<file path="config.mk">
export PLATFORM = sky130hd
export DESIGN_NAME = pi1_axi_top
export DESIGN_NICKNAME = d
export VERILOG_FILES = /design/src/logic/pi1_axi_pkg.sv /design/src/logic/pi1_axi_top.sv /design/src/logic/axi4_sram_slave.sv /design/src/logic/pi1_to_axi4.sv
export VERILOG_INCLUDE_DIRS = /design/src /design/src/logic
export SDC_FILE = /design/constraint.sdc
export NUM_CORES = 2
export LEC_CHECK = 0
export ABC_AREA = 1
export BUFFER_PORTS_ARGS = -buffer_cell sky130_fd_sc_hd__buf_4
export CELL_PAD_IN_SITES_DETAIL_PLACEMENT = 0
export CELL_PAD_IN_SITES_GLOBAL_PLACEMENT = 1
export CORE_MARGIN = 10
export CORE_UTILIZATION = 44
export DETAILED_ROUTE_END_ITERATION = 8
export GPL_TIMING_DRIVEN = 0
export PLACE_DENSITY = 0.83
export SLEW_MARGIN = 10
export SYNTH_ARGS = -nofsm -noshare
export SYNTH_HDL_FRONTEND = slang
export SYNTH_SLANG_ARGS = --single-unit
</file>
<file path="constraint.sdc">
create_clock -name clk_i -period 2.8 [get_ports clk_i]
set_input_delay 0.14 -clock clk_i [delete_from_list [all_inputs] [get_ports clk_i]]
set_output_delay 0.14 -clock clk_i [all_outputs]
set_load 0.03 [all_outputs]
</file>
<file path="src/logic/pi1_axi_cfg.svh">
//////////////////////////////
// Widths, SRAM depth and SRAM access latency.
//////////////////////////////
`ifndef PI1_AXI_CFG_SVH
`define PI1_AXI_CFG_SVH

`define PI1_AXI_ARCHBITSZ 32
// Word address, data width less the two byte-offset bits.
`define PI1_AXI_ADDRBITSZ 30
`define PI1_AXI_ID_WIDTH 4
`define PI1_AXI_MEM_WORDS 64
`define PI1_AXI_SRAM_LATENCY 2

`endif
</file>
<file path="src/logic/pi1_axi_pkg.sv">
//////////////////////////////
// PI1 operation and request types, AXI4 channel structs.
//////////////////////////////
`include "pi1_axi_cfg.svh"

package pi1_axi_pkg;

	typedef enum logic [1:0] {
		PI1_NOOP = 2'b00,
		PI1_WROP = 2'b01,
		PI1_RDOP = 2'b10,
		PI1_RWOP = 2'b11
	} pi1_op_e;

	typedef struct packed {
		pi1_op_e op;
		logic [`PI1_AXI_ADDRBITSZ-1:0] addr;
		logic [`PI1_AXI_ARCHBITSZ-1:0] data;
		logic [`PI1_AXI_ARCHBITSZ/8-1:0] sel;
	} pi1_req_t;

	// Write and read address channels share one layout.
	typedef struct packed {
		logic [`PI1_AXI_ID_WIDTH-1:0] id;
		logic [`PI1_AXI_ARCHBITSZ-1:0] addr;
		logic [7:0] len;
		logic [2:0] size;
		logic [1:0] burst;
		logic [0:0] lock;
		logic [3:0] cache;
		logic [2:0] prot;
		logic [3:0] qos;
	} axi_aw_t;

	typedef axi_aw_t axi_ar_t;

	typedef struct packed {
		logic [`PI1_AXI_ARCHBITSZ-1:0] data;
		logic [`PI1_AXI_ARCHBITSZ/8-1:0] strb;
		logic last;
	} axi_w_t;

	typedef struct packed {
		logic [`PI1_AXI_ID_WIDTH-1:0] id;
		logic [1:0] resp;
	} axi_b_t;

	typedef struct packed {
		logic [`PI1_AXI_ID_WIDTH-1:0] id;
		logic [`PI1_AXI_ARCHBITSZ-1:0] data;
		logic [1:0] resp;
		logic last;
	} axi_r_t;

endpackage

</file>
<file path="src/logic/pi1_axi_top.sv">
//////////////////////////////
// PI1 bridge feeding the AXI4 SRAM slave.
//////////////////////////////
`include "pi1_axi_cfg.svh"

module pi1_axi_top (
	input  logic                          clk_i,
	input  logic                          rst_i,
	input  pi1_axi_pkg::pi1_req_t         pi1_req_i,
	output logic [`PI1_AXI_ARCHBITSZ-1:0] pi1_data_o,
	output logic                          pi1_rdy_o
);
	import pi1_axi_pkg::*;

	axi_aw_t aw;
	axi_w_t  w;
	axi_b_t  b;
	axi_ar_t ar;
	axi_r_t  r;
	logic awvalid;
	logic awready;
	logic wvalid;
	logic wready;
	logic bvalid;
	logic bready;
	logic arvalid;
	logic arready;
	logic rvalid;
	logic rready;

	pi1_to_axi4 u_bridge (
		.clk_i(clk_i), .rst_i(rst_i),
		.pi1_req_i(pi1_req_i), .pi1_data_o(pi1_data_o), .pi1_rdy_o(pi1_rdy_o),
		.aw_o(aw), .awvalid_o(awvalid), .awready_i(awready),
		.w_o(w), .wvalid_o(wvalid), .wready_i(wready),
		.b_i(b), .bvalid_i(bvalid), .bready_o(bready),
		.ar_o(ar), .arvalid_o(arvalid), .arready_i(arready),
		.r_i(r), .rvalid_i(rvalid), .rready_o(rready)
	);

	axi4_sram_slave u_sram (
		.clk_i(clk_i), .rst_i(rst_i),
		.aw_i(aw), .awvalid_i(awvalid), .awready_o(awready),
		.w_i(w), .wvalid_i(wvalid), .wready_o(wready),
		.b_o(b), .bvalid_o(bvalid), .bready_i(bready),
		.ar_i(ar), .arvalid_i(arvalid), .arready_o(arready),
		.r_o(r), .rvalid_o(rvalid), .rready_i(rready)
	);

endmodule

</file>
<file path="src/logic/axi4_sram_slave.sv">
//////////////////////////////
// Single-beat AXI4 SRAM slave with a
// byte-strobed word memory and fixed latency.
//////////////////////////////
`include "pi1_axi_cfg.svh"

module axi4_sram_slave (
	input  logic                 clk_i,
	input  logic                 rst_i,
	input  pi1_axi_pkg::axi_aw_t aw_i,
	input  logic                 awvalid_i,
	output logic                 awready_o,
	input  pi1_axi_pkg::axi_w_t  w_i,
	input  logic                 wvalid_i,
	output logic                 wready_o,
	output pi1_axi_pkg::axi_b_t  b_o,
	output logic                 bvalid_o,
	input  logic                 bready_i,
	input  pi1_axi_pkg::axi_ar_t ar_i,
	input  logic                 arvalid_i,
	output logic                 arready_o,
	output pi1_axi_pkg::axi_r_t  r_o,
	output logic                 rvalid_o,
	input  logic                 rready_i
);
	localparam int SEL_W = `PI1_AXI_ARCHBITSZ / 8;
	localparam int OFF_W = $clog2(SEL_W);
	localparam int IDX_W = $clog2(`PI1_AXI_MEM_WORDS);
	localparam int CNT_W = $clog2(`PI1_AXI_SRAM_LATENCY + 1);

	logic [`PI1_AXI_ARCHBITSZ-1:0] mem [`PI1_AXI_MEM_WORDS];
	logic busy_q;
	logic resp_q;
	logic wr_q;
	logic [CNT_W-1:0] cnt_q;
	logic [`PI1_AXI_ID_WIDTH-1:0] id_q;
	logic [`PI1_AXI_ARCHBITSZ-1:0] rdata_q;
	logic idle;
	logic wr_acc;
	logic rd_acc;
	logic [IDX_W-1:0] widx;
	logic [IDX_W-1:0] ridx;

	assign idle = !busy_q && !resp_q;
	assign awready_o = idle;
	assign wready_o = idle;
	assign arready_o = idle;
	// Writes win if both address channels are valid.
	assign wr_acc = idle && awvalid_i && wvalid_i;
	assign rd_acc = idle && arvalid_i && !wr_acc;

	// Word index, upper address bits wrap at the depth.
	assign widx = aw_i.addr[OFF_W +: IDX_W];
	assign ridx = ar_i.addr[OFF_W +: IDX_W];

	always_ff @(posedge clk_i) begin
		if (rst_i) begin
			busy_q <= 1'b0;
			resp_q <= 1'b0;
			wr_q <= 1'b0;
			cnt_q <= '0;
		end else if (wr_acc || rd_acc) begin
			busy_q <= 1'b1;
			wr_q <= wr_acc;
			cnt_q <= CNT_W'(`PI1_AXI_SRAM_LATENCY - 1);
		end else if (busy_q) begin
			if (cnt_q == '0) begin
				busy_q <= 1'b0;
				resp_q <= 1'b1;
			end else begin
				cnt_q <= cnt_q - 1'b1;
			end
		end else if (resp_q && (wr_q ? bready_i : rready_i)) begin
			resp_q <= 1'b0;
		end
	end

	always_ff @(posedge clk_i) begin
		if (rst_i) begin
			for (int i = 0; i < `PI1_AXI_MEM_WORDS; i++)
				mem[i] <= '0;
		end else if (wr_acc) begin
			for (int b = 0; b < SEL_W; b++) begin
				if (w_i.strb[b])
					mem[widx][b*8 +: 8] <= w_i.data[b*8 +: 8];
			end
		end
	end

	always_ff @(posedge clk_i) begin
		if (wr_acc)
			id_q <= aw_i.id;
		if (rd_acc) begin
			id_q <= ar_i.id;
			rdata_q <= mem[ridx];
		end
	end

	assign bvalid_o = resp_q && wr_q;
	assign rvalid_o = resp_q && !wr_q;
	assign b_o = '{id: id_q, resp: 2'b00};
	assign r_o = '{id: id_q, data: rdata_q, resp: 2'b00, last: 1'b1};

endmodule

</file>
<file path="src/logic/pi1_to_axi4.sv">
//////////////////////////////
// PI1 to AXI4 bridge, single-beat read, write
// and read-swap as a read then a write.
//////////////////////////////
`include "pi1_axi_cfg.svh"

module pi1_to_axi4 (
	input  logic                          clk_i,
	input  logic                          rst_i,
	input  pi1_axi_pkg::pi1_req_t         pi1_req_i,
	output logic [`PI1_AXI_ARCHBITSZ-1:0] pi1_data_o,
	output logic                          pi1_rdy_o,
	output pi1_axi_pkg::axi_aw_t          aw_o,
	output logic                          awvalid_o,
	input  logic                          awready_i,
	output pi1_axi_pkg::axi_w_t           w_o,
	output logic                          wvalid_o,
	input  logic                          wready_i,
	input  pi1_axi_pkg::axi_b_t           b_i,
	input  logic                          bvalid_i,
	output logic                          bready_o,
	output pi1_axi_pkg::axi_ar_t          ar_o,
	output logic                          arvalid_o,
	input  logic                          arready_i,
	input  pi1_axi_pkg::axi_r_t           r_i,
	input  logic                          rvalid_i,
	output logic                          rready_o
);
	import pi1_axi_pkg::*;

	localparam int SEL_W = `PI1_AXI_ARCHBITSZ / 8;
	localparam int OFF_W = `PI1_AXI_ARCHBITSZ - `PI1_AXI_ADDRBITSZ;
	localparam logic [`PI1_AXI_ID_WIDTH-1:0] AXI_ID = '0;
	localparam logic [2:0] AXI_SIZE = 3'($clog2(SEL_W));

	pi1_op_e op_q;
	logic cyc_q;
	logic we_q;
	logic wrpending_q;
	logic awvalid_q;
	logic wvalid_q;
	logic arvalid_q;
	logic bready_q;
	logic rready_q;
	logic [`PI1_AXI_ARCHBITSZ-1:0] addr_q;
	logic [`PI1_AXI_ARCHBITSZ-1:0] wdata_q;
	logic [`PI1_AXI_ARCHBITSZ-1:0] rdata_hold_q;
	logic [SEL_W-1:0] wstrb_q;
	logic ack;
	logic done;
	axi_aw_t ax;

	// Byte offset of the lowest selected byte.
	function automatic logic [OFF_W-1:0] low_offset(input logic [SEL_W-1:0] sel);
		logic [OFF_W-1:0] off;
		off = '0;
		for (int i = SEL_W - 1; i >= 0; i--) begin
			if (sel[i]) begin
				off = OFF_W'(i);
			end
		end
		return off;
	endfunction

	// Only responses carrying our own ID count.
	assign ack = we_q ? (bvalid_i && bready_q && (b_i.id == AXI_ID)) :
		(rvalid_i && rready_q && (r_i.id == AXI_ID));
	assign done = !wrpending_q && ack;
	assign pi1_rdy_o = !cyc_q || done;

	always_comb begin
		pi1_data_o = '0;
		if (done) begin
			case (op_q)
				PI1_RDOP: pi1_data_o = r_i.data;
				PI1_RWOP: pi1_data_o = rdata_hold_q;
				default:  pi1_data_o = '0;
			endcase
		end
	end

	// Read-swap writes back to the address it read.
	assign ax = '{id: AXI_ID, addr: addr_q, len: 8'd0, size: AXI_SIZE, burst: 2'b01,
		lock: 1'b0, cache: 4'd0, prot: 3'd0, qos: 4'd0};
	assign aw_o = ax;
	assign ar_o = ax;
	assign w_o = '{data: wdata_q, strb: wstrb_q, last: 1'b1};
	assign awvalid_o = awvalid_q;
	assign wvalid_o = wvalid_q;
	assign arvalid_o = arvalid_q;
	assign bready_o = bready_q;
	assign rready_o = rready_q;

	always_ff @(posedge clk_i) begin
		if (rst_i) begin
			op_q <= PI1_NOOP;
			cyc_q <= 1'b0;
			we_q <= 1'b0;
			wrpending_q <= 1'b0;
			awvalid_q <= 1'b0;
			wvalid_q <= 1'b0;
			arvalid_q <= 1'b0;
			bready_q <= 1'b0;
			rready_q <= 1'b0;
		end else begin
			// Each valid holds until its own ready.
			if (awvalid_q && awready_i)
				awvalid_q <= 1'b0;
			if (wvalid_q && wready_i)
				wvalid_q <= 1'b0;
			if (arvalid_q && arready_i)
				arvalid_q <= 1'b0;
			if (pi1_rdy_o) begin
				op_q <= pi1_req_i.op;
				bready_q <= 1'b0;
				rready_q <= 1'b0;
				case (pi1_req_i.op)
					PI1_RDOP, PI1_RWOP: begin
						cyc_q <= 1'b1;
						we_q <= 1'b0;
						wrpending_q <= (pi1_req_i.op == PI1_RWOP);
						arvalid_q <= 1'b1;
						rready_q <= 1'b1;
					end
					PI1_WROP: begin
						cyc_q <= 1'b1;
						we_q <= 1'b1;
						awvalid_q <= 1'b1;
						wvalid_q <= 1'b1;
						bready_q <= 1'b1;
					end
					default: begin
						cyc_q <= 1'b0;
						we_q <= 1'b0;
					end
				endcase
			end else if (wrpending_q && ack) begin
				// Read half of a read-swap is back, start the write.
				we_q <= 1'b1;
				wrpending_q <= 1'b0;
				rready_q <= 1'b0;
				awvalid_q <= 1'b1;
				wvalid_q <= 1'b1;
				bready_q <= 1'b1;
			end
		end
	end

	always_ff @(posedge clk_i) begin
		if (pi1_rdy_o) begin
			addr_q <= {pi1_req_i.addr, low_offset(pi1_req_i.sel)};
			wdata_q <= pi1_req_i.data;
			wstrb_q <= pi1_req_i.sel;
		end
		if (wrpending_q && ack)
			rdata_hold_q <= r_i.data;
	end

endmodule

</file>
==> results_dict.tcl <==
set metrics [dict create \
    grt.overflow.total 0 \
    detailed_place_hpwl_um 310600 \
    slew_headroom -0.03714 \
    postLayoutSetupSlackWorst_ns -0.1230 \
    syn-num-nets 11642 \
    internal-power_uw 55450 \
    layout_worst_path_cycle_share 1.044 \
    worst_skew_pair.late_latency_ns 0.92 \
    worstMarginPinSlew_ns 1.556 \
    proportion_of_synthesized_area_in_mux_cells 0 \
    timing.critical_path.required_ns 3.51 \
    critical_path_peak_fanout 10 \
    clkSinkCount 2168 \
    grt_max_degree 39 \
    post_synth_xor_area_fraction 0 \
    first_global_vias 78527 \
    die_area_um2 249700 \
    tritoncts "done" \
    totalNegativeSetupSlack_ns -4.568 \
    power_frac_comb 0.118 \
    groute.layer.met1.usage 0.4141 \
    postLayoutCoreUtil 0.5179 \
    status "complete, but fails checks" \
    achievable-frequency_mhz 342.1 \
    cp_data_arrival_time_ns 3.64 \
    setup_viol 124 \
    core_area_um2 229500 \
    main_combinational_cell_family_by_area_after_synthesis "simple AND/OR/NAND/NOR gates" \
    drive_gt1_frac 0.1288 \
    synthCells 11571 \
    drc 0 \
    place.gp.congestion 1.091 \
    synth_compound_area_frac 0.002262 \
    route.antenna.remaining_nets 0 \
    met3_usage 0.09834 \
    final_net_count 12119 \
    rsz0062_at_grt "yes" \
    slowest_stage_cell_on_the_critical_path "clkbuf_1" \
    timing.final.max_slew_violations 22 \
    area_growth_syn_to_layout_pct 17.40 \
    sw_frac_of_total 0.2723 \
    cellLeakagePower_uw 0.05303 \
    maxCapViolCount 2 \
    cp_slowest_stage_delay_ns 0.63 \
    synthesis.area_per_instance_um2 8.749 \
    design.portCount 103 \
    first_pass_iters 7 \
    post_synth_fa_ha_maj_area_fraction 0.0001236 \
    initial_core_utilization 0.4412 \
    vias_per_cell 5.623 \
    synth.yosys.seq_area_share 0.6417 \
    hp-class "in2reg" \
    post_synth_instance_area_um2 101200 \
    clock_skew_ns 0.05792 \
    die_y_extent_um 499.7 \
    cts_root_buf "clkbuf_16" \
    final_period_minus_worst_setup_slack_ns 2.923 \
    cpMostUsedCell "nand2_1" \
    timing_worst_setup_path_type "reg2reg" \
    ctsLongestPathBuffers 3 \
    vdd_ir_drop_max_v 0.0006785 \
    grt_pass1_wl_um 580300 \
    worstPathCellList "buf_6 -> inv_2 -> clkbuf_8 -> clkbuf_1 -> nand2_1 -> nand2_1 -> nand2_1 -> nand2_1 -> nor2_4 -> nand2_2" \
    holdWs_ns 0.09087 \
    final_hold_viol_count 0 \
    power.total_uw 76190 \
    p_clk_frac 0.395 \
    p_switching_uw 20750 \
    yosys_register_bits 2168 \
    io_buffers 77 \
    dr_total_vias 85952 \
    synth_cell_types 24 \
    htree_levels 4 \
    crit_path_start_kind "register" \
    mostFrequentLayoutCell "nand2_1" \
    chipWidth_um 499.7 \
    grt_most_used_layer "met2" \
    grt.met2_usage 0.4750 \
    cellPowerDensity_nw_per_um2 641.1 \
    critical_path.n_buffers_inverters 4 \
    commonest_cells_after_routing_fill_and_taps_aside "nand2_1, edfxtp_1, nor2_1, nand2_2, clkbuf_1" \
    violated_checks "capacitance limit, slew limit, setup timing" \
    synth_simple_gate_area_frac 0.3271 \
    grtUsageTotal 0.3292 \
    rows 176 \
    dpl.cell_count 14690 \
    cts_buf_count 221 \
    critPathTopFamily "buffers and inverters" \
    final_cells 15287 \
    endpoint_kind "register" \
    route.final.wire_length_um 426000 \
    initial_antenna_violation_count 38 \
    routedWlPerCell_um 27.87 \
    cts.reportedPaths.clkPinSlew_ns 0.06 \
    synth_warnings 0 \
    first_iter_violations 13490 \
    seqPwrFrac 0.487 \
]
==> power groups by stage <==
stage | combinational, uW | sequential [uW] | clock, uW
floorplan | 3940 | 37600 | 0
global placement | 7680 | 37700 | 0
detailed placement | 7820 | 37800 | 0
CTS | 8390 | 37100 | 30000
global route | 9200 | 37100 | 31300
finish | 9000 | 37100 | 30100
==> worst min-delay path, delay by kind of cell <==
family	cells	cell delay, ns
buffers and inverters	2	0.68
AND/OR/NAND/NOR	1	0.06
AO/OA/AOI/OAI	1	0.07
==> cell type report <==
cell class | count | area, um^2
Fill cell | 21206 | 110600
Sequential cell | 2168 | 64960
Multi-Input combinational cell | 8655 | 36010
Clock buffer | 256 | 5747
Tap cell | 3026 | 3786
Buffer | 685 | 3779
Timing Repair Buffer | 255 | 2784
Clock inverter | 156 | 1484
Inverter | 62 | 235.2
Antenna cell | 24 | 60.06
==> path summary, 6_finish.rpt <==
check	from	endpoint	slack, ns	cells past startpoint
worst min register to register	u_sram.resp_q	u_sram.resp_q	0.46	2
worst max-delay path	u_bridge.addr_q[4]	u_sram.rdata_q[26]	-0.12	10
worst max register to register	u_bridge.addr_q[4]	u_sram.rdata_q[26]	-0.12	10
worst min-delay path	pi1_req_i[66]	u_bridge.op_q[0]	0.09	4
==> sequential cells by signal (all words and copies together), names as in the netlist, 2 cells and up <==
register,flops
u_bridge.op_q,2
u_bridge.wstrb_q,4
u_sram.mem,2048
u_bridge.wdata_q,32
u_sram.cnt_q,2
u_bridge.rdata_hold_q,32
u_bridge.addr_q,6
u_sram.rdata_q,32
==> Yosys cell counts <==
library cell  count  area [um^2]
clkbuf_1        596         2237
nor2_1         2153         8082
edfxtp_1       2154        64680
buf_4             3        22.52
nand2_1        6222        23350
buf_2            76        380.4
nand3b_1          1        7.510
o21ai_0           1        5.000
buf_1            11        41.29
nand2_2         108        675.7
inv_2            45        168.9
a21oi_1          43        215.2
nor3_1            1        5.000
nor2_2            3        18.77
dfxtp_1          14        280.3
a2111oi_0         1        8.760
nand3_4           4        70.07
nand3_2           4        40.04
inv_4             1        6.260
ha_1              1        12.51
nand3_1          72        360.4
nor3_4            7        113.9
nor2_4           34        382.9
inv_1            16        60.06
==> cell families after synthesis <==
group / count (synthesis)
AOI/OAI and AO/OA: 45
adders and majority gates: 1
DFF: 2168
and+or+nand+nor: 8609
buffers and inverters: 748
==> repair_timing <==
action | in CTS | in global routing
resized for setup | 811 | 503
pin swaps | 37 | 24
hold buffers | 86 | 0
endpoints found under the setup margin | 4129 | 2247
cloned | 0 | 1
buffers inserted | 66 | 9
endpoints found under the hold margin | 51 | 0
==> metal layers <==
metal	wire, um	share of wire
met5	211	0.00050
met2	178000	0.42
met4	39120	0.092
met3	57930	0.14
met1	150800	0.35
==> metrics by stage <==
step	setup WS, ns	cell area (um^2)
2_1_floorplan	0.1374	101200
3_3_place_gp	-2.993	105600
3_5_place_dp	-1.825	106100
4_1_cts	-0.1285	117200
5_1_grt	-0.08091	118800
6_report	-0.1230	118800
Note: power is estimated with default switching activity, not from simulation.
